**config.mk**
```make
export PLATFORM = sky130hd
export DESIGN_NAME = uart_rx
export DESIGN_NICKNAME = d
export VERILOG_FILES = /design/src/systolic_pkg.sv /design/src/uart_bit_timer.sv /design/src/uart_rx.sv
export SDC_FILE = /design/constraint.sdc
export NUM_CORES = 1
export LEC_CHECK = 0
export BUFFER_PORTS_ARGS = -buffer_cell sky130_fd_sc_hd__buf_2
export CAP_MARGIN = 5
export CORE_MARGIN = 2
export CORE_UTILIZATION = 45
export DETAILED_ROUTE_END_ITERATION = 10
export GPL_ROUTABILITY_DRIVEN = 0
export MAX_ROUTING_LAYER = met4
export PLACE_DENSITY = 0.75
export SLEW_MARGIN = 20
export SYNTH_ARGS = -nofsm -noshare
export SYNTH_HDL_FRONTEND = slang
export SYNTH_SLANG_ARGS = --single-unit
```
**constraint.sdc**
```tcl
create_clock -name clk -period 2.1 [get_ports clk]
set_clock_uncertainty 0.2 [all_clocks]
set_input_delay 0.21 -clock clk [delete_from_list [all_inputs] [get_ports clk]]
set_output_delay 0.21 -clock clk [all_outputs]
set_load 0.01 [all_outputs]
```
**src/systolic_pkg.sv**
```systemverilog
package systolic_pkg;

    // ======================================================================
    // Widths
    // ======================================================================

    // Operand byte, fixed by the immediate field
    localparam int DATA_W = 8;
    // Lane field, enough for an 8x8 grid
    localparam int LANE_W = 3;

    // ======================================================================
    // Instruction word
    // ======================================================================

    typedef struct packed {
        logic        load_left;     // 31
        logic        load_top;      // 30
        logic        swap_left;     // 29
        logic        swap_top;      // 28
        logic        shift_right;   // 27
        logic        shift_down;    // 26
        logic        acc_en;        // 25
        logic [2:0]  reserved_hi;   // 24:22
        logic        acc_clr;       // 21
        logic [2:0]  reserved_lo;   // 20:18
        logic [4:0]  lane;          // 17:13
        logic [12:0] imm;           // 12:0, byte in 7:0
    } instr_t;

    typedef enum logic [1:0] {
        SEQ_IDLE,
        SEQ_PREFETCH,
        SEQ_EXEC
    } seq_state_t;

    // ======================================================================
    // Control bundles
    // ======================================================================

    typedef struct packed {
        logic              load;
        logic              swap;
        logic [LANE_W-1:0] lane;
        logic [DATA_W-1:0] data;
    } buf_cmd_t;

    typedef struct packed {
        logic shift_right;
        logic shift_down;
        logic acc_en;
        logic acc_clr;
    } array_ctrl_t;

endpackage

```
**src/uart_bit_timer.sv**
```systemverilog
`timescale 1ns/1ps

module uart_bit_timer #(
    parameter int CLK_PER_BIT = 54
) (
    input  logic clk,
    input  logic rst,
    input  logic run,
    input  logic half,
    output logic tick
);

    localparam int CNT_W = $clog2(CLK_PER_BIT + 1);
    localparam int HALF_BIT = (CLK_PER_BIT / 2 > 0) ? CLK_PER_BIT / 2 : 1;

    logic [CNT_W-1:0] cnt;
    logic [CNT_W-1:0] limit;

    // Terminal count for the requested interval
    assign limit = half ? CNT_W'(HALF_BIT - 1) : CNT_W'(CLK_PER_BIT - 1);
    assign tick  = run && (cnt == limit);

    always_ff @(posedge clk) begin
        if (rst || !run || tick) begin
            cnt <= '0;
        end else begin
            cnt <= cnt + 1'b1;
        end
    end

endmodule

```
**src/uart_rx.sv**
```systemverilog
`timescale 1ns/1ps

module uart_rx import systolic_pkg::*; #(
    parameter int CLK_PER_BIT = 54
) (
    input  logic              clk,
    input  logic              rst,
    input  logic              rx,
    output logic [DATA_W-1:0] rx_byte,
    output logic              rx_valid
);

    typedef enum logic [1:0] {
        RX_IDLE,
        RX_START,
        RX_DATA,
        RX_STOP
    } rx_state_t;

    rx_state_t  rx_state;
    logic       rx_meta;
    logic       rx_sync;
    logic [2:0] bit_idx;
    logic       tick;

    // Line idles high
    always_ff @(posedge clk) begin
        if (rst) begin
            rx_meta <= 1'b1;
            rx_sync <= 1'b1;
        end else begin
            rx_meta <= rx;
            rx_sync <= rx_meta;
        end
    end

    uart_bit_timer #(
        .CLK_PER_BIT(CLK_PER_BIT)
    ) u_timer (
        .clk (clk),
        .rst (rst),
        .run (rx_state != RX_IDLE),
        .half(rx_state == RX_START),
        .tick(tick)
    );

    always_ff @(posedge clk) begin
        if (rst) begin
            rx_state <= RX_IDLE;
            bit_idx  <= '0;
            rx_valid <= 1'b0;
        end else begin
            rx_valid <= 1'b0;
            case (rx_state)
                RX_IDLE: begin
                    if (!rx_sync) rx_state <= RX_START;
                end
                RX_START: begin
                    // Mid start bit, still low or it was a glitch
                    if (tick) begin
                        rx_state <= rx_sync ? RX_IDLE : RX_DATA;
                        bit_idx  <= '0;
                    end
                end
                RX_DATA: begin
                    if (tick) begin
                        bit_idx <= bit_idx + 1'b1;
                        if (bit_idx == 3'd7) rx_state <= RX_STOP;
                    end
                end
                RX_STOP: begin
                    if (tick) begin
                        rx_valid <= rx_sync;
                        rx_state <= RX_IDLE;
                    end
                end
                default: rx_state <= RX_IDLE;
            endcase
        end
    end

    // Data shift register, LSB arrives first
    always_ff @(posedge clk) begin
        if (rx_state == RX_DATA && tick) begin
            rx_byte <= {rx_sync, rx_byte[DATA_W-1:1]};
        end
    end

    a_rx_valid_single: assert property (@(posedge clk) disable iff (rst)
        rx_valid |=> !rx_valid)
        else $error("uart_rx: rx_valid held for two cycles");

endmodule

```
# Word level (Yosys, flattened, before mapping)
# Cells that the tools add are included.
# totals
n_memories	0
latch_bits	0
out_inout_bits	9
reg_bits	22
romBits	0
mem_bits_rw	0
elab_cells	43
input_bits	3
# op_classes
n_mul	0
reduce_logical	11
n_mux	11
n_bitwise	2
shifts	0
n_addsub	2
n_div	0
n_lt_le_gt_ge	0
n_eq_ne	10
# ops
operator	n
two-way mux 2 bit	6
!= test 2 bit, second input constant	5
one-hot mux 2 bit (4 select lines)	1
adder 6 x 1 -> 6 bit, second input constant	1
== test 6 bit	1
two-way mux 3 bit	2
two-way mux 6 bit	1
one-hot mux 3 bit (2 select lines)	1
AND reduction 5 bit	1
== test 2 bit, second input constant	2
nonzero test 2 bit	2
adder 3 x 1 -> 3 bit, second input constant	1
== test 3 bit, second input constant	1
AND reduction 3 bit	1
OR reduction 3 bit	1
== test 2 x 1 -> 1 bit, second input constant	1
logical AND 1 bit	2
zero test 2 bit	1
logical OR 1 bit	2
inverter 1 bit	2
zero test 1 bit	1

# Depth between registers and ports, before layout
# depth
depth_word	6
depth_mapped	5
ltp_nobuf	5

# Cells and area by module
# Synthesis repeated with hierarchy kept, for this count alone.
# hier_totals
cells_unflattened	79
area_unflattened_um2	914.6
# by_module_without_submodules
module	area_per_inst_um2	n_inst	seq_area_each_um2	cells_each
uart_rx	604.3	1	400.4	47
uart_bit_timer	310.3	1	120.1	32

# Least setup slack after synthesis
# No wires, ideal clock.
# synth_timing
kind	register to register
startpoint	register u_timer.cnt[0]
endpoint	register rx_byte[0] (enable)
t_arrival_ps	1328
path_stages_with_launch	4
synth_period_minus_slack_ps	1898
setup_time_ps	370
path_buffers	0
required_ps	1530
setup_slack_ps	202
path_cell_list	dfxtp_1 nor4bb_4 a32oi_4 nor2_1
# synth_between
elab_chain_len	3
# synth_rtl
item	line_no	text
from (decl)	uart_bit_timer.sv:16	logic [CNT_W-1:0] cnt;
from (signal assigned)	uart_bit_timer.sv:27	cnt <= cnt + 1'b1;
== test 6 bit	uart_bit_timer.sv:21	assign tick = run && (cnt == limit);
logical AND 1 bit	uart_bit_timer.sv:21	
logical AND 1 bit	uart_rx.sv:84	if (rx_state == RX_DATA && tick) begin
to (signal assigned)	uart_rx.sv:85	rx_byte <= {rx_sync, rx_byte[DATA_W-1:1]};
to (decl)	uart_rx.sv:9	output logic [DATA_W-1:0] rx_byte,
# Every way passes these cells.
# A chain may end at the register's enable or synchronous reset.

==> reports/qor.txt <==
hold worst-path end - rx_state[0]
gr usage total - 15.74%
TritonCTS Sinks - 22
vias in the first global route - 653
final hold vios - 0
Mapped Cells - 87
post_cts resized - 0
average wire per standard cell - 13.91 µm
leakage - 0.0003978 µW
netlist area before placement - 0.001016 mm²
Antenna Cells - 0
slowest CP cell - dfxtp_1
Post-Syn Nets - 93
DRC - 0
final setup fails - 0
normalized max-slew margin - 76.38%
core area - 0.002170 mm²
worst setup margin - 0.2197 ns
Ys Warns - 0
commonest cells after routing, fill and taps aside - 14 x dfxtp_1, 11 x buf_2, 8 x edfxtp_1
WS Path Type - flop to flop
status - finished, final reports clean
PortBufs - 11
CTS Buf Count - 3
io pins - 12
WP data required - 2.11 ns
hpwl dp - 1.329 mm
Synth Flop Type - dfxtp_1
CTS Root Cell - clkbuf_4
ys async rst share - 0%
max-cap check violation count - 0
Chip Height - 51.52 µm
CTS tree - yes
min Tclk post-route - 1.880 ns
period utilisation layout - 89.54%
CP max FO - 9
Initial Util - 46.83%
critical path cell sequence - nor4b_4 -> a32oi_4 -> nor2_2 -> mux2_2
min-delay worst type - input port to flop
ratio of cells with drive above 1 in the final layout - 31.68%
commonest non-fill, non-tap cell in the layout - dfxtp_1
Pwr Total - 699.7 µW
Mean Syn Cell Area - 11.68 µm²
clock latency on the worst-skew pair - 0.30 ns
Max VDD drop - 0.3533 mV
largest net degree at the start of global routing - 13
Vias - 701
Final Util - 52.83%
DP Area - 0.001100 mm²
RSZ-0062 raised after global routing - false
H-tree depth - 1
die width - 51.52 µm
Std-Cell Rows - 17
Worst setup SP type - flop
Critical Path Max Stage Delay - 0.43 ns
Design Area, Final - 0.001146 mm²
WL final - 1.794 mm
Worst Path Arrival - 1.89 ns
post-route ant nets - 0
fmax - 531.8 MHz
Slew @ Worst Pin - 0.3539 ns
Setup crit end kind - flop
count of cell types in the netlist - 38
Vias/cell - 5.434
setup TNS - 0 ns
grt total ovfl - 0
nets@finish - 108
cells on worst reg2reg path - 4
Post-synth EDFFs - 8
first-pass GRT wire length - 2.925 mm
Final Max Tran Viols - 0
number of detailed-routing iterations run before antenna repair - 4
area grow syn2layout - 12.81%
clock-pin slew on the worst setup and hold paths - 0.12 ns
Die Area - 0.002654 mm²
setup slack at placement - 0.2513 ns
Yosys reg bits - 22
WHS Path Cells - 2
antenna violations before repair - 0
post-synthesis sequential area ratio - 51.23%
Hold Path Origin - rst
Iter 0 DRT Violations - 10
fillers - 202
clock tree buffer depth - 2
R2R setup slack - 0.22 ns
PwrDens - 610.5 mW/mm²
## state kept, by name (all words and copies together) (netlist names), named ones only
signal,cells
bit_idx,3
u_timer.cnt,6
rx_meta,1
rx_valid,1
rx_state,1
rx_sync,1
rx_byte,8
## routing by layer
metal  wire (µm)  GRT usage (%)  part of all wire, %
met5           0              -                    0
met4          48          10.53                  2.7
met3          62          2.586                  3.5
met2         895          25.64                   50
met1         787          17.83                   44
## cells in the mapped netlist, types with 2 or more instances
| library cell | n | area [µm²] |
|---|---|---|
| a21oi_1 | 3 | 15.01 |
| buf_2 | 2 | 10.01 |
| clkbuf_1 | 2 | 7.510 |
| dfxtp_1 | 14 | 280.3 |
| edfxtp_1 | 8 | 240.2 |
| ha_1 | 3 | 37.54 |
| inv_1 | 3 | 11.26 |
| nand2_1 | 2 | 7.510 |
| nand2b_1 | 2 | 12.51 |
| nand3_1 | 6 | 30.03 |
| nor2_1 | 5 | 18.77 |
| nor3_1 | 4 | 20.02 |
| nor4_1 | 2 | 12.51 |
| o21ai_0 | 4 | 20.02 |
| or2_2 | 2 | 12.51 |
| xnor2_1 | 2 | 17.52 |
| xor2_1 | 2 | 17.52 |
## final cells by class
class	count	area (µm²)	area share (%)
flip-flops and latches	22	520.5	45.41
multi-input cells	56	447.9	39.08
repair buffers	16	95.09	8.297
clock buffers	4	36.28	3.166
well taps	28	35.03	3.057
inverters	3	11.26	0.9825
## cell families (layout without fill, tap and decap cells)
family	Yosys count	count (layout)	synth area share, %
compound gates	15	15	12.81
xor+xnor	4	4	3.449
fa+ha+maj	3	3	3.695
buf+inv	9	23	4.680
flops	22	22	51.23
mux	1	1	1.108
simple gates	33	33	23.03
## through the flow
step,instances,hold slack [ns]
6_report,129,0.04107
2_1_floorplan,87,0.1138
3_5_place_dp,124,0.1971
4_1_cts,129,0.02398
3_3_place_gp,124,0.1950
5_1_grt,129,0.04434
## worst max-delay path: cells and delay by family, from the launching register on
kind,cells,cell delay (ns)
flip-flops,1,0.43
AO/OA/AOI/OAI,1,0.21
AND/OR/NAND/NOR,2,0.60
multiplexers,1,0.34
## where the power goes
| part | total (µW) | internal [µW] | switching [µW] |
|---|---|---|---|
| logic | 27.0 | 12.7 | 14.3 |
| registers | 445 | 442 | 3.06 |
| clock network | 228 | 106 | 122 |
## how the worst max path moves through the flow
| stage | slack (ns) | end | depth (start not counted) | from |
|---|---|---|---|---|
| final | 0.22 | flop | 4 | flop |
| after floorplan | 0.20 | rx_byte[0] | 3 | u_timer.cnt[0] |
| after global routing | 0.11 | flop | 4 | flop |
| after detailed placement | 0.25 | flop | 4 | flop |
| after global placement | 0.30 | flop | 4 | flop |
| after CTS | 0.21 | flop | 4 | flop |
## timing repair
| action | in CTS | in global routing |
|---|---|---|
| setup endpoints to repair | 0 | 0 |
| hold endpoints to repair | 1 | 0 |
| hold buffers | 1 | 0 |
| buffers inserted | 0 | 0 |
(Power assumes the default switching activity.)
