`src/systolic_pkg.sv`:
```
package systolic_pkg;

    // ======================================================================
    // Widths
    // ======================================================================

    // Operand byte, fixed by the immediate field
    localparam int DATA_W = 8;
    // Lane field, enough for an 8x8 grid
    localparam int LANE_W = 3;

    // ======================================================================
    // Instruction word
    // ======================================================================

    typedef struct packed {
        logic        load_left;     // 31
        logic        load_top;      // 30
        logic        swap_left;     // 29
        logic        swap_top;      // 28
        logic        shift_right;   // 27
        logic        shift_down;    // 26
        logic        acc_en;        // 25
        logic [2:0]  reserved_hi;   // 24:22
        logic        acc_clr;       // 21
        logic [2:0]  reserved_lo;   // 20:18
        logic [4:0]  lane;          // 17:13
        logic [12:0] imm;           // 12:0, byte in 7:0
    } instr_t;

    typedef enum logic [1:0] {
        SEQ_IDLE,
        SEQ_PREFETCH,
        SEQ_EXEC
    } seq_state_t;

    // ======================================================================
    // Control bundles
    // ======================================================================

    typedef struct packed {
        logic              load;
        logic              swap;
        logic [LANE_W-1:0] lane;
        logic [DATA_W-1:0] data;
    } buf_cmd_t;

    typedef struct packed {
        logic shift_right;
        logic shift_down;
        logic acc_en;
        logic acc_clr;
    } array_ctrl_t;

endpackage

```
`src/step_sequencer.sv`:
```
`timescale 1ns/1ps

module step_sequencer import systolic_pkg::*; #(
    parameter int INSTR_DEPTH = 256
) (
    input  logic                           clk,
    input  logic                           rst,
    input  logic                           step,
    input  instr_t                         rd_data,
    output logic [$clog2(INSTR_DEPTH)-1:0] pc,
    output seq_state_t                     state,
    output instr_t                         curr_instr,
    output buf_cmd_t                       left_cmd,
    output buf_cmd_t                       top_cmd,
    output array_ctrl_t                    ctrl
);

    instr_t next_instr;

    // ======================================================================
    // Fetch and execute
    // ======================================================================

    always_ff @(posedge clk) begin
        if (rst) begin
            state      <= SEQ_IDLE;
            pc         <= '0;
            curr_instr <= '0;
            next_instr <= '0;
            left_cmd   <= '0;
            top_cmd    <= '0;
            ctrl       <= '0;
        end else begin
            // Pulses last one cycle
            left_cmd.load <= 1'b0;
            left_cmd.swap <= 1'b0;
            top_cmd.load  <= 1'b0;
            top_cmd.swap  <= 1'b0;
            ctrl          <= '0;

            if (step) begin
                // Every step fetches the word at pc
                next_instr <= rd_data;
                pc         <= pc + 1'b1;
                case (state)
                    SEQ_IDLE: begin
                        state <= SEQ_PREFETCH;
                    end
                    SEQ_PREFETCH: begin
                        curr_instr <= next_instr;
                        state      <= SEQ_EXEC;
                    end
                    SEQ_EXEC: begin
                        curr_instr <= next_instr;
                        // Execute the instruction being retired
                        left_cmd <= '{load: curr_instr.load_left,
                                      swap: curr_instr.swap_left,
                                      lane: curr_instr.lane[LANE_W-1:0],
                                      data: curr_instr.imm[DATA_W-1:0]};
                        top_cmd  <= '{load: curr_instr.load_top,
                                      swap: curr_instr.swap_top,
                                      lane: curr_instr.lane[LANE_W-1:0],
                                      data: curr_instr.imm[DATA_W-1:0]};
                        ctrl     <= '{shift_right: curr_instr.shift_right,
                                      shift_down:  curr_instr.shift_down,
                                      acc_en:      curr_instr.acc_en,
                                      acc_clr:     curr_instr.acc_clr};
                    end
                    default: begin
                        state <= SEQ_IDLE;
                    end
                endcase
            end
        end
    end

    // ======================================================================
    // Checks
    // ======================================================================

    a_pulse_after_exec_step: assert property (@(posedge clk) disable iff (rst)
        (left_cmd.load || left_cmd.swap || top_cmd.load || top_cmd.swap
         || (ctrl != '0))
        |-> $past(step && state == SEQ_EXEC))
        else $error("step_sequencer: control pulse without an executing step");

endmodule

```
`config.mk`:
```
export PLATFORM = sky130hd
export DESIGN_NAME = step_sequencer
export DESIGN_NICKNAME = d
export VERILOG_FILES = /design/src/systolic_pkg.sv /design/src/step_sequencer.sv
export SDC_FILE = /design/constraint.sdc
export NUM_CORES = 1
export LEC_CHECK = 0
export BUFFER_PORTS_ARGS = -buffer_cell sky130_fd_sc_hd__buf_2
export CAP_MARGIN = 40
export CORE_MARGIN = 4
export CORE_UTILIZATION = 45
export CTS_BUF_LIST = sky130_fd_sc_hd__clkbuf_16
export DETAILED_ROUTE_END_ITERATION = 16
export GPL_TIMING_DRIVEN = 0
export PLACE_DENSITY = 0.72
export SYNTH_ARGS = -nofsm -noshare
export SYNTH_HDL_FRONTEND = slang
export SYNTH_SLANG_ARGS = --single-unit
```
`constraint.sdc`:
```
create_clock -name clk -period 4.3 [get_ports clk]
set_input_delay 0.43 -clock clk [delete_from_list [all_inputs] [get_ports clk]]
set_output_delay 0.43 -clock clk [all_outputs]
set_load 0.05 [all_outputs]
```
After elaboration in Yosys (flattened, before gate mapping)
Cells that the tools add are included.
{"block": "classes", "addsub": 1, "n_mul": 0, "div_mod_pow": 0, "order_cmp": 0, "n_eq_ne": 2, "shifts": 0, "n_mux": 1, "bitwise_logic": 2, "reduce_logical": 6}
{"op": "adder 8 x 1 -> 8 bit, second input constant", "count": 1}
{"op": "one-hot mux 2 bit (3 select lines)", "count": 1}
{"op": "AND reduction 2 bit", "count": 3}
{"op": "OR reduction 3 bit", "count": 1}
{"op": "== test 2 x 1 -> 1 bit, second input constant", "count": 1}
{"op": "== test 2 bit, second input constant", "count": 1}
{"op": "zero test 2 bit", "count": 1}
{"op": "inverter 1 bit", "count": 2}
{"op": "OR reduction 2 bit", "count": 1}
{"block": "totals", "register_bits": 93, "latchBits": 0, "ram_bits": 0, "mem_bits_ro": 0, "in_bits": 35, "n_memories": 0}

Logic depth before layout (Yosys ltp)
{"block": "logic_depth", "depth_word": 3, "mapped_depth": 7}

Worst setup path before layout
OpenSTA, ideal clock, no wires.
{"block": "synth_path", "path_kind": "reg2reg", "from": "reg state[0]", "to": "reg curr_instr[12] (netlist name)", "setup_ps": 132, "t_arrival_ps": 1617, "required_time_ps": 4168, "path_slack_ps": 2551, "path_stages_with_launch": 8, "n_path_buf": 2, "path_cell_list": "dfxtp_1 > inv_1 > ha_1 > and2_1 > buf_2 > buf_4 > nand2_1 > a21oi_1"}
{"block": "synth_via", "elab_chain_cells": 3}
{"item": "start: declaration", "line_no": "step_sequencer.sv:11", "text": "output seq_state_t state,"}
{"item": "start signal: assignment", "line_no": "step_sequencer.sv:26", "text": "state <= SEQ_IDLE;"}
{"item": "start signal: assignment", "line_no": "step_sequencer.sv:47", "text": "state <= SEQ_PREFETCH;"}
{"item": "start signal: assignment", "line_no": "step_sequencer.sv:51", "text": "state <= SEQ_EXEC;"}
{"item": "== test 2 bit / == test 2 x 1 -> 1 bit (equally long branches)", "line_no": "step_sequencer.sv:45", "text": "case (state)"}
{"item": "OR reduction 2 bit (no source line) *"}
{"item": "AND reduction 2 bit (no source line) *"}
{"item": "end signal: assignment", "line_no": "step_sequencer.sv:50", "text": "curr_instr <= next_instr;"}
{"item": "end signal: assignment", "line_no": "step_sequencer.sv:54", "text": "curr_instr <= next_instr;"}
{"item": "end: declaration", "line_no": "step_sequencer.sv:12", "text": "output instr_t curr_instr,"}
Mark *: on every way between the ends. The rest lies on a longest branch, timed or not.
A chain may end at the register's enable or synchronous reset.

Worst setup path in the final report
{"block": "layout_path", "from": "reg top_cmd[10] (netlist name)", "to": "out top_cmd[10] (netlist name)"}
{"item": "start: declaration", "line_no": "step_sequencer.sv:14", "text": "output buf_cmd_t top_cmd,"}
{"item": "start signal: assignment", "line_no": "step_sequencer.sv:60", "text": "top_cmd <= '{load: curr_instr.load_top,"}
No word-level cell between the ends.

==> key figures <==
Run status
  • Outcome: finished, final reports clean

GRT
  • GR Overflow Total: 0
  • Met1 Resource Use GR: 20.95%
  • GR Util met2: 28.71%
  • Initial antenna violation count: 1
  • GRT Resource Usage Total: 17.49%
  • Largest net degree at the start of global routing: 17
  • Vias in the first global route: 2478
  • First-pass GRT wire length: 11950 um
  • GR peak layer: met2
  • Grt met3 use: 7.570%

Logic synthesis
  • Synth unique cells: 20
  • Syn_area_per_cell: 9.126 um2
  • Top cells by area, synth: dfxtp_1, mux2i_1, nand2_1, a21oi_1, nor2_1
  • Syn Inst Count: 371
  • Cell taking the most area after synthesis: dfxtp_1
  • Yosys warns: 0
  • Post-Syn Area: 3386 um2
  • Post-synthesis sequential area ratio: 54.99%
  • Synthesis-stage register bit count: 93
  • Syn nets: 410
  • Share of the synthesized area in the top cell type: 54.99%

Worst setup path
  • Reg2reg end: curr_instr[19]
  • Startpoint Class: flop
  • Crit-path cells: buf_4 > buf_2
  • Worst EP required: 3.87 ns
  • Data arrival, critical path: 1.09 ns
  • CP endpoint kind: output port
  • Crit path kind: flop to output port
  • CP Buf/Inv Count: 2
  • Reg2reg start: state[0]
  • Worst R2R Path Depth: 7
  • Reg2reg setup slack: 2.78 ns
  • Critical-path top delay cell: dfxtp_1
  • Delay-heaviest family, CP: flip-flops
  • Crit Path Max Fanout: 3
  • CP max stage delay: 0.39 ns

Layout
  • Layout cells sized above 1: 30.35%
  • Area grow syn2layout: 28.57%
  • Most frequent cells in the layout: buf_2, dfxtp_1, nand2_1
  • Non-filler instance count after layout: 590
  • Filler cells: 685
  • # nets final: 525
  • Most common cell after layout, fill and taps aside: buf_2
  • Number of diodes: 0

Clocking
  • CTS tree: built
  • Hold-fix buffers at CTS: 0
  • Root Buffer: clkbuf_16
  • H-Tree Depth: 3
  • Skew-Pair Late Insertion Delay: 0.34 ns
  • Num CTS Buffers: 9
  • TritonCTS Sinks: 93
  • Clk slew on worst S/H paths: 0.07 ns
  • Clock buffer depth: 2
  • Post_cts resized: 0
  • Postcts setup bufs: 0

Power
  • Switch Pwr: 467.5 uW
  • Sw frac: 24.21%
  • Worst VDD drop: 0.2579 mV
  • Combinational share of power: 9.1%
  • Clock network power share: 43.8%
  • Pint: 1.463 mW
  • Power Density: 443.6 nW/um2
  • Lkg Pwr: 2.054 nW
  • Reg power frac: 47.1%

STA
  • Fin Setup TNS: 0 ns
  • Period utilization: 35.39%
  • Hold Fails Final Rpt: 0
  • Worst-margin pin slew: 0.5287 ns
  • Fin. max-slew vios: 0
  • Final min period: 1.522 ns
  • Unrepaired setup endpoints after global routing: false
  • Final number of setup-violating endpoints: 0
  • Max_slew headroom: 64.76%
  • Fmax: 657.1 MHz
  • Worst Skew: 0.005123 ns

Floorplan
  • Row cnt: 31
  • # IOs: 107
  • Die height: 94.74 um
  • Die Wd: 94.74 um
  • Initial Util: 46.43%
  • Area of the core: 7292 um2
  • Die area: 8976 um2

Routing
  • Drc violations: 0
  • Post-DRT Antenna Nets: 0
  • Vias/cell: 4.659
  • Vias: 2749
  • Detailed Routing Iterations Pass 1: 6
  • Initial DRC Count: 127
  • WL/cell: 12.95 um
  • Final WL: 7638 um

Placed design
  • Hpwl dp: 5633 um
  • PortBufs: 104
  • Routability congestion estimate: 0.7653
  • Placed Cells: 574

Flow run
  • Max cap viols: 0

Min path
  • Hold_sp: rd_data[1]
  • Hold Path Depth: 3
  • Min-delay worst type: input port to flop
  • Hold path endpoint: next_instr[1]
worst max-delay path by stage:
stage                      from              to  cells past startpoint
global route           state[0]  curr_instr[22]                      6
detailed placement     state[0]  curr_instr[19]                      7
CTS                    state[0]  curr_instr[19]                      7
global placement            rst   next_instr[5]                      4
finish              top_cmd[10]     top_cmd[10]                      2
floorplan              state[0]  curr_instr[12]                      7
cell type report:
cell class | count | area [um2] | share of cell area [%]
clock inverters | 7 | 97.59 | 2.242
inverters | 2 | 7.507 | 0.1725
flip-flops and latches | 93 | 1862 | 42.77
clock buffers | 9 | 225.2 | 5.174
well taps | 99 | 123.9 | 2.846
repair buffers | 104 | 520.5 | 11.96
plain buffers | 35 | 224.0 | 5.145
multi-input cells | 241 | 1292 | 29.69
state kept, by name, summed over array words and instances, names as in the netlist:
name and flops:
state 2, next_instr 32, ctrl 4, curr_instr 32
top_cmd 13, pc 8, left_cmd 2
logic make-up after synthesis:
group | count (synthesis) | share of synthesized area [%]
buffers and inverters | 37 | 6.837
multiplexers | 35 | 10.35
XOR/XNOR | 4 | 1.035
adder cells (fa/ha/maj) | 4 | 1.478
flip-flops | 93 | 54.99
AND/OR/NAND/NOR | 149 | 18.07
AO/OA/AOI/OAI | 49 | 7.243
cell usage after synthesis:
master / number
mux2i_1: 35
buf_4: 15
clkbuf_1: 6
ha_1: 4
and2b_1: 1
o21ai_0: 3
nand3_1: 2
nand2_1: 90
nand4_2: 1
buf_6: 3
nor2_1: 40
inv_1: 2
nand4_1: 2
a21oi_1: 46
and2_1: 10
dfxtp_1: 93
or3_1: 3
buf_2: 11
xor2_1: 3
xnor2_1: 1
worst min-delay path: stages:
cell and delay (ns):
buf_2 0.08, mux2i_1 0.05, nor2_1 0.07
routing by layer:
| metal | vias up | part of all wire [%] |
|---|---|---|
| met4 | 2 | 1.2 |
| met1 | 1242 | 43 |
| met5 | - | 0.092 |
| met3 | 11 | 7.6 |
| li1 | 1421 | - |
| met2 | 73 | 48 |
through the flow:
stage	setup slack (ns)	hold WS (ns)	utilization (%)	total power, mW	area [um2]
2_1_floorplan	2.551	0.4312	-	1.053	3386
3_3_place_gp	2.824	0.4371	55.27	1.103	4030
3_5_place_dp	2.787	0.4438	55.27	1.107	4030
4_1_cts	2.774	0.3233	59.69	1.944	4353
5_1_grt	2.617	0.3175	59.69	2.003	4353
6_report	2.778	0.3260	59.69	1.931	4353
power by group through the flow:
stage          Sequential (mW)  Combinational (mW)  Clock, mW
2_1_floorplan            0.965              0.0882          0
3_3_place_gp             0.927               0.176          0
3_5_place_dp             0.928               0.178          0
4_1_cts                  0.909               0.179      0.856
5_1_grt                  0.913               0.193      0.897
6_report                 0.909               0.176      0.845
Note: power is estimated with default switching activity, not from simulation.
