<file path="config.mk">
export PLATFORM = sky130hd
export DESIGN_NAME = operand_buffer
export DESIGN_NICKNAME = d
export VERILOG_FILES = /design/src/systolic_pkg.sv /design/src/operand_buffer.sv
export SDC_FILE = /design/constraint.sdc
export NUM_CORES = 1
export LEC_CHECK = 0
export CORE_ASPECT_RATIO = 0.6
export CORE_MARGIN = 1.5
export CORE_UTILIZATION = 50
export CTS_CLUSTER_SIZE = 28
export DETAILED_ROUTE_END_ITERATION = 12
export DONT_BUFFER_PORTS = 1
export GPL_TIMING_DRIVEN = 0
export PLACE_DENSITY = 0.68
export SYNTH_ARGS = -nofsm -noshare
export SYNTH_HDL_FRONTEND = slang
export SYNTH_SLANG_ARGS = --single-unit
</file>
<file path="constraint.sdc">
create_clock -name clk -period 2.1 [get_ports clk]
set_clock_uncertainty 0.15 [all_clocks]
set_input_delay 0.63 -clock clk [delete_from_list [all_inputs] [get_ports clk]]
set_output_delay 0.63 -clock clk [all_outputs]
set_load 0.01 [all_outputs]
</file>
<file path="src/systolic_pkg.sv">
package systolic_pkg;

    // ======================================================================
    // Widths
    // ======================================================================

    // Operand byte, fixed by the immediate field
    localparam int DATA_W = 8;
    // Lane field, enough for an 8x8 grid
    localparam int LANE_W = 3;

    // ======================================================================
    // Instruction word
    // ======================================================================

    typedef struct packed {
        logic        load_left;     // 31
        logic        load_top;      // 30
        logic        swap_left;     // 29
        logic        swap_top;      // 28
        logic        shift_right;   // 27
        logic        shift_down;    // 26
        logic        acc_en;        // 25
        logic [2:0]  reserved_hi;   // 24:22
        logic        acc_clr;       // 21
        logic [2:0]  reserved_lo;   // 20:18
        logic [4:0]  lane;          // 17:13
        logic [12:0] imm;           // 12:0, byte in 7:0
    } instr_t;

    typedef enum logic [1:0] {
        SEQ_IDLE,
        SEQ_PREFETCH,
        SEQ_EXEC
    } seq_state_t;

    // ======================================================================
    // Control bundles
    // ======================================================================

    typedef struct packed {
        logic              load;
        logic              swap;
        logic [LANE_W-1:0] lane;
        logic [DATA_W-1:0] data;
    } buf_cmd_t;

    typedef struct packed {
        logic shift_right;
        logic shift_down;
        logic acc_en;
        logic acc_clr;
    } array_ctrl_t;

endpackage

</file>
<file path="src/operand_buffer.sv">
`timescale 1ns/1ps

module operand_buffer import systolic_pkg::*; #(
    parameter int MATRIX_SIZE = 4
) (
    input  logic                          clk,
    input  logic                          rst,
    input  buf_cmd_t                      cmd,
    output logic [MATRIX_SIZE*DATA_W-1:0] lanes
);

    localparam int IDX_W = (MATRIX_SIZE > 1) ? $clog2(MATRIX_SIZE) : 1;

    logic [DATA_W-1:0] bank [2][MATRIX_SIZE];
    logic              active_sel;
    logic [IDX_W-1:0]  lane_idx;

    // Only the low lane bits matter for this grid size
    assign lane_idx = cmd.lane[IDX_W-1:0];

    always_ff @(posedge clk) begin
        if (rst) begin
            active_sel <= 1'b0;
            for (int i = 0; i < MATRIX_SIZE; i++) begin
                bank[0][i] <= '0;
                bank[1][i] <= '0;
            end
        end else begin
            if (cmd.swap) active_sel <= ~active_sel;
            // Loads always land in the hidden bank
            if (cmd.load && int'(lane_idx) < MATRIX_SIZE) begin
                bank[~active_sel][lane_idx] <= cmd.data;
            end
        end
    end

    always_comb begin
        for (int i = 0; i < MATRIX_SIZE; i++) begin
            lanes[i*DATA_W +: DATA_W] = bank[active_sel][i];
        end
    end

endmodule

</file>
## Word-level counts from Yosys, hierarchy flattened

Memories as Yosys holds them, arrays and structs flattened. A register that Yosys moved wholly into a read port is not among the register bits.
Index checks and enable logic that the tools add are counted.
W data, S select, Z words.

- $add $sub $neg: 0
- Multiply operators: 0
- Div/mod/pow operators: 0
- Magnitude comparators: 2
- Eq/ne operators: 0
- Shift operators: 0
- Muxes and demuxes: 12
- Bitwise logic cells: 2
- Reduce and logical (&&, ||, !) cells: 2

Operator list:

| cell | count |
|---|---|
| $mux W32 | 3 |
| $reduce_or A32 Y1 | 1 |
| $demux W8 S2 | 1 |
| $mux W8 | 1 |
| $mux W1 | 7 |
| $ge A3 B3 Y1 const B | 1 |
| $lt A3 B1 Y1 const B | 1 |
| $not A2 Y3 | 1 |
| $logic_and A1 B1 Y1 | 1 |
| $not A1 Y1 | 1 |

- Register bits after elaboration: 1
- Bits in latches: 0
- Memory bits (writable): 64
- ROM bits: 0
- Bits of input ports: 15
- Output and inout port bits: 32
- Word-level logic and storage cells: 20
- Memories: 1

Memory list:

| memory | depth | width | rd ports | clocked after memory_dff | write ports | RTL line | RTL |
|---|---|---|---|---|---|---|---|
| bank | 2 | 32 | 1 | 1 | 2 | operand_buffer.sv:14 | `logic [DATA_W-1:0] bank [2][MATRIX_SIZE];` |

## Longest topological paths before layout

Gate-level depths: netlist (run 1).

- Depth in word-level cells: 8
- Mapped depth: 4
- Mapped depth without buffers: 2

## Least setup slack after synthesis (run 1)

Ideal clock, no wire load.

- Path type: input-to-reg
- Start: input cmd[9] in the netlist's numbering
- End: memory bank[1][16] in the netlist's numbering (enable)
- Arrival: 1499 ps
- Slack: 76 ps
- Stages on the path: 3
- Buffers on the path: 1
- Path through: or2_2 > buf_2 > o21bai_1

RTL lines:

| what | RTL line | RTL |
|---|---|---|
| from (decl) | operand_buffer.sv:8 | `input buf_cmd_t cmd,` |
| to (decl) | operand_buffer.sv:14 |  |

==> metrics.md, run 1 <==
| Metric | Value |
|---|---|
| Yosys cell types | 14 |
| Rows | 21 |
| Worst-Margin Slew | 0.928 ns |
| # nets final | 235 |
| H-tree levels | 3 |
| Met3 global-route usage | 0.0817 |
| Drt drc | 0 |
| Die span in x | just over 100 µm |
| Required @ worst endpoint | between 1 and 1.5 ns |
| CTS Hold Bufs | 0 |
| Initial antenna violation count | 0 |
| Count of input and output buffers | 0 |
| Leak | approximately 1.1 nW |
| Yosys top cell area share | 0.663 |
| Setup_tns | 0 ns |
| Post-layout util | 0.583 |
| Clock Sinks | between 60 and 70 |
| Syn avg cell area | between 10 and 15 µm² |
| Post-synth top cells | nor2_1, edfxtp_1, mux2_2 |
| Routed WL | between 6000 and 7000 µm |
| Cell Area, Placed | approximately 0.0030 mm² |
| Busiest grt layer | met1 |
| Met1 usage | 0.299 |
| DRT iter0 DRCs | 223 |
| Area leader, netlist | edfxtp_1 |
| MaxCap Viol Count | 0 |
| CP Capture Type | output port |
| Worst path slowest cell | dfxtp_4 |
| Area Overhead vs Synth | 12.5% |
| Total CTS buffers | 9 |
| Via count | roughly 1700 |
| Die area | roughly 0.0063 mm² |
| Most common cell in the netlist | nor2_1 |
| WP data arrival | between 1 and 1.5 ns |
| #FFs+latches synth | 66 |
| RSZ-0062 raised after global routing | true |
| Post-synth EDFFs | between 60 and 70 |
| Max_slew headroom | 0.380 |
| Peak fanout along the critical path | 10 |
| Critical-path cell list | buf_8 -> mux2_2 |
| Netlist Area Pre-Place | around 0.0029 mm² |
| Drt pass-1 iters | 4 |
| Number of global-route vias before repair | roughly 1600 |
| Worst skew pair latency | between 0.3 and 0.4 ns |
| Worst Hold Path Cells | 2 |
| IR drop worst, VDD | slightly above 0.0005 V |
| Drt via density | 5.46 |
| Crit path time final | around 2.1 ns |
| Pwr dens | ~910 mW/mm² |
| First-pass GRT wire length | between 8000 and 9000 µm |
| Diode count | 0 |
| Yosys warnings | 0 |
| CP peak stage delay | just over 0.4 ns |
| CTS clk-pin slew, worst paths | 0.06 ns |
| # setup viols final | 0 |
| Critical Path Start Type | register |
| Hold Fails Final Rpt | 0 |
| Die Ht | around 62 µm |
| Initial core utilization | 0.518 |
| Switching Fraction | 0.230 |
| Slew Limit Fails | 0 |
| Post-route ant nets | 0 |
| Avg WL per Cell | between 15 and 20 µm |
| Sequential power share | 0.516 |
| Hold Crit Class | in2reg |
| Status | finished, final reports clean |
| Layout cells sized above 1 | 0.267 |
| Post-DP HPWL | 4290 µm |
| Post-Syn Nets | ~230 |
| Placer Congestion | 0.815 |
| Int Pwr | roughly 2.3 mW |
| Top post-synthesis cells by area | edfxtp_1, mux2_2, nor2_1 |
| Final Cell Area | roughly 0.0033 mm² |
| Async S/R FF share, synth | 0 |
| Core area | about 0.0056 mm² |
| Power share of the combinational group | 0.099 |
| Register area share after synthesis | 0.676 |
| Fmax | between 400 and 500 MHz |
| Synth Instances | between 200 and 250 |
| Critical path class | reg2out |
| R2R cell count | 3 |
| Power Total | about 3.0 mW |
| Clock Power Share | 0.385 |
| Global Route Usage Sum | 0.209 |
| Met2 GRT Util | 0.289 |
| Grt ovf | 0 |
| Longest Clk Path Bufs | 2 |
| Root Driver | clkbuf_8 |
| CTS tree | yes |
| NetSw | 683 µW |
| Synth Flop Type | edfxtp_1 |
| Largest net degree at the start of global routing | 13 |
| I/O Pins | 47 |
| Fin crit share | 0.988 |
through the flow:
step	std cells	hold WS, ns	setup WS (ns)
after floorplan	210	0.401	0.0760
after global placement	290	0.428	-0.215
after detailed placement	290	0.443	-0.279
after CTS	305	0.286	0.00390
after global routing	305	0.304	-0.0350
final	305	0.302	0.0257
sequential cells by signal, summed over array words and instances, names as in the netlist, named ones only:
name,count
bank,64
active_sel,1
worst max-delay path: cells and delay by family (launching register included):
family                 cells  cell delay (ns)
buffers and inverters      1             0.16
flip-flops                 1             0.41
multiplexers               1             0.38
layout by cell type (no fill, tap or decap), drive strengths merged:
| cell type | synthesis | layout |
|---|---|---|
| edfxtp | 64 | 64 |
| clkinvlp | 0 | 1 |
| dfxtp | 2 | 2 |
| clkinv | 0 | 4 |
| or2 | 1 | 1 |
| nand4b | 8 | 8 |
| clkbuf | 5 | 13 |
| mux2 | 32 | 32 |
| buf | 10 | 10 |
| nand2b | 3 | 3 |
| nor2 | 66 | 66 |
| nand4bb | 8 | 8 |
| bufinv | 0 | 2 |
| o21bai | 8 | 8 |
| xnor2 | 1 | 1 |
| nand2 | 2 | 2 |
final timing paths:
check,startpoint,end,slack [ns]
min reg2reg,active_sel,register,0.45
max,register,lanes[6],0.03
max reg2reg,active_sel,bank[1][31],0.08
min,cmd[11],register,0.30
layout make-up:
| cell class | instances | area (µm²) |
|---|---|---|
| fill | 466 | 2330 |
| sequential | 66 | 1970 |
| multi-input combinational | 129 | 873 |
| clock buffer | 9 | 124 |
| buffer | 14 | 105 |
| tap | 80 | 100 |
| clock inverter | 7 | 93.8 |
kinds of logic (layout without fill, tap and decap cells):
logic type	count (synthesis)	after routing	synth area share
XOR/XNOR	1	1	0.00302
buffers and inverters	15	30	0.0237
multiplexers	32	32	0.124
AO/OA/AOI/OAI	8	8	0.0207
AND/OR/NAND/NOR	88	88	0.152
flip-flops	66	66	0.676
power groups by stage:
stage | clock [mW] | sequential, mW | combinational (mW)
after floorplan | 0 | 1.55 | 0.218
after global placement | 0 | 1.55 | 0.279
after CTS | 1.17 | 1.53 | 0.286
after global routing | 1.21 | 1.54 | 0.317
after detailed placement | 0 | 1.56 | 0.281
final | 1.15 | 1.53 | 0.295
layer usage:
metal  routed length [µm]  part of all wire
met1                 2900              0.48
met4                   53            0.0087
met5                    0                 0
met2                 2620              0.43
met3                  512             0.084
timing repair:
action / 4_1_cts / 5_1_grt
buffers inserted: 0 / 0
endpoints found under the setup margin: 30 / 74
endpoints found under the hold margin: 0 / 0
gates resized for setup: 8 / 8
No activity file was read; power rests on OpenSTA's default activity.
==> run 2, diff against run 1 <==
--- a/config.mk
+++ b/config.mk
@@ -5,14 +5,13 @@
 export SDC_FILE = /design/constraint.sdc
 export NUM_CORES = 1
 export LEC_CHECK = 0
+export ABC_AREA = 1
 export CORE_ASPECT_RATIO = 0.6
 export CORE_MARGIN = 1.5
 export CORE_UTILIZATION = 50
-export CTS_CLUSTER_SIZE = 28
 export DETAILED_ROUTE_END_ITERATION = 12
 export DONT_BUFFER_PORTS = 1
 export GPL_TIMING_DRIVEN = 0
-export PLACE_DENSITY = 0.68
 export SYNTH_ARGS = -nofsm -noshare
 export SYNTH_HDL_FRONTEND = slang
 export SYNTH_SLANG_ARGS = --single-unit
==> constraint.sdc (replaced) <==
create_clock -name clk -period 2 [get_ports clk]
set_clock_uncertainty 0.15 [all_clocks]
set_input_delay 0.6 -clock clk [delete_from_list [all_inputs] [get_ports clk]]
set_output_delay 0.6 -clock clk [all_outputs]
set_load 0.01 [all_outputs]
==> metrics.md, run 2 <==
| Metric | Value |
|---|---|
| Status | finished, final reports clean |
| Post-Syn Nets | roughly 290 |
| Synth Instances | between 200 and 300 |
| Clock Sinks | 66 |
| Synth Flop Type | edfxtp_1 |
| Peak fanout along the critical path | 10 |
| Drt via density | 5.04 |
| Post-route ant nets | 0 |
| Fill count | between 400 and 500 |
| CTS tree | yes |
| R2R cell count | 4 |
| Diode count | 0 |
| WP data arrival | between 1 and 1.5 ns |
| Drt drc | 0 |
| Layout cells sized above 1 | 0.181 |
| Crit path time final | roughly 2.0 ns |
| Rows | 21 |
| Yosys top cell area share | 0.675 |
| Longest Clk Path Bufs | 2 |
| Met3 global-route usage | 0.0795 |
| Worst path slowest cell | dfxtp_1 |
| R2r setup slk | between 0.2 and 0.3 ns |
| Critical-path cell list | buf_6 -> clkbuf_8 -> o21ai_2 |
| Power share of the combinational group | 0.113 |
| Core area | between 0.005 and 0.006 mm² |
| CP peak stage delay | approximately 0.31 ns |
| Max reg flops | 64 |
| # nets final | around 300 |
| Critical Path Start Type | register |
| Hold Fails Final Rpt | 0 |
| DRT iter0 DRCs | about 80 |
| CP Capture Type | output port |
| Met1 usage | 0.287 |
| Initial antenna violation count | 0 |
| FF-to-FF End | bank[1][22] |
| Root Driver | clkbuf_8 |
| Fin worst setup slack | about 0.039 ns |
| Most common cell in the netlist | nor2_1 |
| Commonest non-fill, non-tap cells in the layout | nor2_1, edfxtp_1, inv_1, nand2_1, o21ai_2 |
| Setup_tns | 0 ns |
| Total CTS buffers | 9 |
| Reg2reg start | active_sel |
| #FFs+latches synth | 66 |
| Global Route Usage Sum | 0.210 |
| Clock Power Share | 0.323 |
| WP buf/inv | 2 |
| Post-synth top cells | nor2_1, edfxtp_1, inv_1 |
| Grt ovf | 0 |
| Area Overhead vs Synth | 15.0% |
| Required @ worst endpoint | 1.25 ns |
| Largest net degree at the start of global routing | 12 |
| Met2 GRT Util | 0.323 |
| Switching Fraction | 0.254 |
| Netlist Area Pre-Place | about 0.0028 mm² |
| Hold Crit Class | in2reg |
| # setup viols final | 0 |
| Die area | 0.00617 mm² |
| Async S/R FF share, synth | 0 |
| Top post-synthesis cells by area | edfxtp_1, nor2_1, inv_1 |
| Avg WL per Cell | 16.6 µm |
| Count of input and output buffers | 0 |
| Sequential power share | 0.564 |
| Delay-heaviest family, CP | buffers and inverters |
| RSZ-0062 raised after global routing | true |
| CTS Hold Bufs | 0 |
| I/O Pins | 47 |
| Leak | approximately 1.3 nW |
| Worst-Margin Slew | between 0.3 and 0.4 ns |
| Fin crit share | 0.980 |
| Slew Limit Fails | 0 |
| First-pass GRT wire length | approximately 9000 µm |
| Critical path class | reg2out |
| Syn avg cell area | about 10 µm² |
| Biggest regs | bank: 64 flops, active_sel: 1 flops |
| CTS clk-pin slew, worst paths | approximately 0.07 ns |
| Drt pass-1 iters | 4 |
| Yosys cell types | 11 |
| Pwr dens | 865 mW/mm² |
| Yosys warnings | 0 |
| Min-delay src | rst |
| Worst skew pair latency | between 0.3 and 0.4 ns |
| Post-synth EDFFs | 64 |
| Placer Congestion | around 0.73 |
| H-tree levels | 3 |
| Number of global-route vias before repair | between 1500 and 2000 |
| Fmax | 510 MHz |
| Via count | around 1800 |
| Hold slack | between 0.15 and 0.2 ns |
| Die Ht | 61.4 µm |
| IR drop worst, VDD | between 0.0004 and 0.0005 V |
| NetSw | ~700 µW |
| MaxCap Viol Count | 0 |
| Max_slew headroom | 0.745 |
| Routed WL | 5920 µm |
| Post-DP HPWL | ~3800 µm |
| Worst Hold Path Cells | 1 |
| Area leader, netlist | edfxtp_1 |
| Busiest grt layer | met2 |
| Largest Register | bank |
| Initial core utilization | 0.516 |
| Register area share after synthesis | 0.690 |
| Dpl ws | -0.0365 ns |
| Commonest non-fill, non-tap cell in the layout | nor2_1 |
| Int Pwr | ~2.1 mW |
| Die span in x | roughly 100 µm |
run 2: cell count changes in the layout (fill, tap and decap cells not counted), moves of 3 or more:
cell / before / now
inv_1: 0 / 46
nand2_1: 2 / 41
mux2_2: 32 / 0
o21ai_2: 0 / 16
nand3_2: 0 / 8
nand4b_1: 8 / 0
nand4bb_1: 8 / 0
o21ai_1: 0 / 7
o21ai_4: 0 / 7
o21bai_1: 7 / 0
buf_2: 7 / 1
buf_6: 0 / 5
nand2b_1: 3 / 0
nor2_1: 66 / 69
run 2: cells by family (layout without fill, tap and decap cells):
logic type,after synthesis,in the layout,synth area share
xor gates and xnor gates,1,1,0.00308
buffers and inverters,54,70,0.0739
AOI/OAI and AO/OA,32,32,0.0563
and+or+nand+nor,119,119,0.177
DFF,66,66,0.690
run 2: what timing repair did:
item                       CTS  global route
resized for setup           55            21
setup endpoints to repair   32            32
pin swaps                    0             2
buffers inserted             0             0
run 2: final cells by class:
| class | instances | area [µm²] | area share |
|---|---|---|---|
| Inverter | 46 | 173 | 0.0528 |
| Buffer | 8 | 82.6 | 0.0252 |
| Clock buffer | 12 | 135 | 0.0413 |
| Multi-Input combinational cell | 152 | 812 | 0.248 |
| Tap cell | 69 | 86.3 | 0.0264 |
| Sequential cell | 66 | 1960 | 0.600 |
| Clock inverter | 4 | 21.3 | 0.00650 |
run 2: layer usage:
metal	up-vias	part of all wire	wire, µm
li1	900	-	-
met1	850	0.48	2810
met2	41	0.45	2670
met3	7	0.065	384
met4	0	0.0096	57
met5	-	0	0
run 2: worst max path at each step:
stage | startpoint | endpoint | slack (ns) | cells after the start
2_1_floorplan | cmd[12] | bank[0][0] | 0.25 | 4
3_3_place_gp | cmd[12] | bank[0][30] | -0.02 | 4
3_5_place_dp | cmd[12] | bank[0][30] | -0.04 | 4
4_1_cts | register | lanes[16] | -0.04 | 3
5_1_grt | register | lanes[5] | -0.02 | 4
6_report | register | lanes[23] | 0.04 | 3
run 2: stage by stage:
| stage | instance area, µm² | cells | power (mW) | utilization |
|---|---|---|---|---|
| 2_1_floorplan | 2850 | 272 | 1.80 | - |
| 3_3_place_gp | 2930 | 341 | 1.87 | 0.531 |
| 3_5_place_dp | 2930 | 341 | 1.88 | 0.531 |
| 4_1_cts | 3190 | 357 | 2.82 | 0.577 |
| 5_1_grt | 3270 | 357 | 2.94 | 0.593 |
| 6_report | 3270 | 357 | 2.83 | 0.593 |
run 2: worst reg2reg max path, cell delays in order, from the launching register on:
cell and delay, ns:
dfxtp_1 0.29, buf_2 0.17, inv_1 0.19, nand3_2 0.23, nand2_1 0.38
run 2: power groups by stage:
stage	clock network (mW)	logic, mW	registers [mW]
3_3_place_gp	0	0.246	1.62
6_report	0.913	0.321	1.60
2_1_floorplan	0	0.182	1.62
3_5_place_dp	0	0.250	1.63
4_1_cts	0.925	0.296	1.60
5_1_grt	0.978	0.356	1.60
==> run 3, diff against run 2 <==
--- a/config.mk
+++ b/config.mk
@@ -12,6 +12,7 @@
 export DETAILED_ROUTE_END_ITERATION = 12
 export DONT_BUFFER_PORTS = 1
 export GPL_TIMING_DRIVEN = 0
+export SETUP_SLACK_MARGIN = 0.3
 export SYNTH_ARGS = -nofsm -noshare
 export SYNTH_HDL_FRONTEND = slang
 export SYNTH_SLANG_ARGS = --single-unit
==> metrics.md, run 3 (same netlist as run 2, synthesis figures left out) <==
| Metric | Value |
|---|---|
| Status | finished, final reports clean |
| Initial antenna violation count | 0 |
| Root Driver | clkbuf_8 |
| Post-DP HPWL | about 3800 µm |
| CP Capture Type | output port |
| Initial core utilization | 0.516 |
| IR drop worst, VDD | between 0.0004 and 0.0005 V |
| Setup_tns | 0 ns |
| DRT iter0 DRCs | around 130 |
| Min-delay src | rst |
| Routed WL | approximately 6000 µm |
| # nets final | a little over 300 |
| CTS clk-pin slew, worst paths | roughly 0.07 ns |
| Die Ht | just over 60 µm |
| Number of global-route vias before repair | roughly 1700 |
| Worst Hold Path Cells | 1 |
| Final Non-Filler Cells | between 300 and 400 |
| Int Pwr | about 2.2 mW |
| Core area | roughly 0.0055 mm² |
| Diode count | 0 |
| WP data arrival | around 1.2 ns |
| Fmax | around 520 MHz |
| Biggest regs | bank: 64 flops, active_sel: 1 flops |
| Worst-Margin Slew | about 0.45 ns |
| Max_slew headroom | 0.698 |
| Global Route Usage Sum | 0.217 |
| Leak | 1.41 nW |
| Drt drc | 0 |
| Combined area of the multi-input logic cells | 0.00101 mm² |
| Power Total | a little under 3 mW |
| R2R cell count | 4 |
| # setup viols final | 0 |
| Avg WL per Cell | roughly 17 µm |
| Max reg flops | 64 |
| Pwr dens | 821 mW/mm² |
| Longest Clk Path Bufs | 2 |
| Hold Fails Final Rpt | 0 |
| MaxCap Viol Count | 0 |
| Required @ worst endpoint | around 1.3 ns |
| Total CTS buffers | 9 |
| Peak fanout along the critical path | 6 |
| CTS tree | yes |
| Critical Path Start Type | register |
| Via count | between 1500 and 2000 |
| Storage cell area | approximately 0.002 mm² |
| R2r setup slk | 0.40 ns |
| Slew Limit Fails | 0 |
| Commonest non-fill, non-tap cell in the layout | nor2_1 |
| Clock Power Share | 0.309 |
| Drt pass-1 iters | 4 |
| Reg2reg start | active_sel |
| Largest Register | bank |
| Die area | a little over 0.006 mm² |
| Grt ovf | 0 |
| CTS Hold Bufs | 0 |
| Final Cell Area | ~0.0036 mm² |
| Clock Sinks | 66 |
| Dpl ws | -0.0365 ns |
| Worst skew pair latency | 0.33 ns |
| Drt via density | ~5.1 |
| Layout cells sized above 1 | 0.263 |
| Post-route ant nets | 0 |
| Cell Area, Placed | between 0.002 and 0.003 mm² |
| Placer Congestion | roughly 0.73 |
| NetSw | between 700 and 800 µW |
| Placed Cells | between 300 and 400 |
| Commonest non-fill, non-tap cells in the layout | nor2_1, edfxtp_1, inv_1, nand2_1, o21ai_4 |
| First-pass GRT wire length | slightly above 9000 µm |
| Fin worst setup slack | ~0.081 ns |
| Crit path time final | about 1.9 ns |
| Die span in x | around 100 µm |
| I/O Pins | 47 |
| Hold Crit Class | in2reg |
| RSZ-0062 raised after global routing | true |
| Fill count | roughly 460 |
| Area Overhead vs Synth | 25.7% |
| Count of input and output buffers | 0 |
| Power share of the combinational group | 0.146 |
| Switching Fraction | 0.259 |
| Rows | 21 |
| H-tree levels | 3 |
| Critical path class | reg2out |
| Largest net degree at the start of global routing | 12 |
| FF-to-FF End | bank[1][11] |
| Sequential power share | 0.544 |
| Fin crit share | 0.959 |
-- run 3: how the worst max path moves through the flow --
stage	from	to	cells after the start
finish	register	lanes[8]	3
global route	register	lanes[8]	3
CTS	register	lanes[8]	3
detailed placement	cmd[12]	bank[0][30]	4
global placement	cmd[12]	bank[0][30]	4
floorplan	cmd[12]	bank[0][0]	4
-- run 3: final cells by class --
class,count,share of cell area
buffer,8,0.0364
clock buffer,12,0.0378
clock inverter,4,0.00595
inverter,46,0.0483
multi-input combinational,152,0.282
sequential,66,0.549
tap,69,0.0241
timing repair buffer,5,0.0164
-- run 3: power by group through the flow --
stage	logic, mW	registers, mW	clock network [mW]
after floorplan	0.182	1.62	0
after global placement	0.246	1.62	0
after detailed placement	0.250	1.63	0
after CTS	0.405	1.60	0.925
after global routing	0.465	1.60	0.978
final	0.430	1.60	0.908
-- run 3: worst max-delay path: stages (launching register included) --
cell       delay [ns]
dfxtp_2          0.33
buf_8            0.14
clkbuf_16        0.17
o21ai_4          0.19
-- run 3: metal layers --
layer  GRT usage  routed length, µm  up-vias
met5           0                  0        -
li1            -                  -      908
met1       0.304               2700      857
met2       0.323               2760       70
met3      0.0829                621        6
met4      0.0604                 47        0
-- run 3: what timing repair did --
| item | CTS | global route |
|---|---|---|
| pin swaps | 19 | 3 |
| buffers inserted | 2 | 0 |
| resized for setup | 108 | 18 |
| setup endpoints to repair | 56 | 79 |
| cloned | 2 | 1 |
-- run 3: through the flow --
stage          hold slack [ns]  utilization
6_report                 0.171        0.648
5_1_grt                  0.154        0.648
4_1_cts                  0.165        0.633
3_5_place_dp             0.525        0.531
3_3_place_gp             0.525        0.531
2_1_floorplan            0.496            -
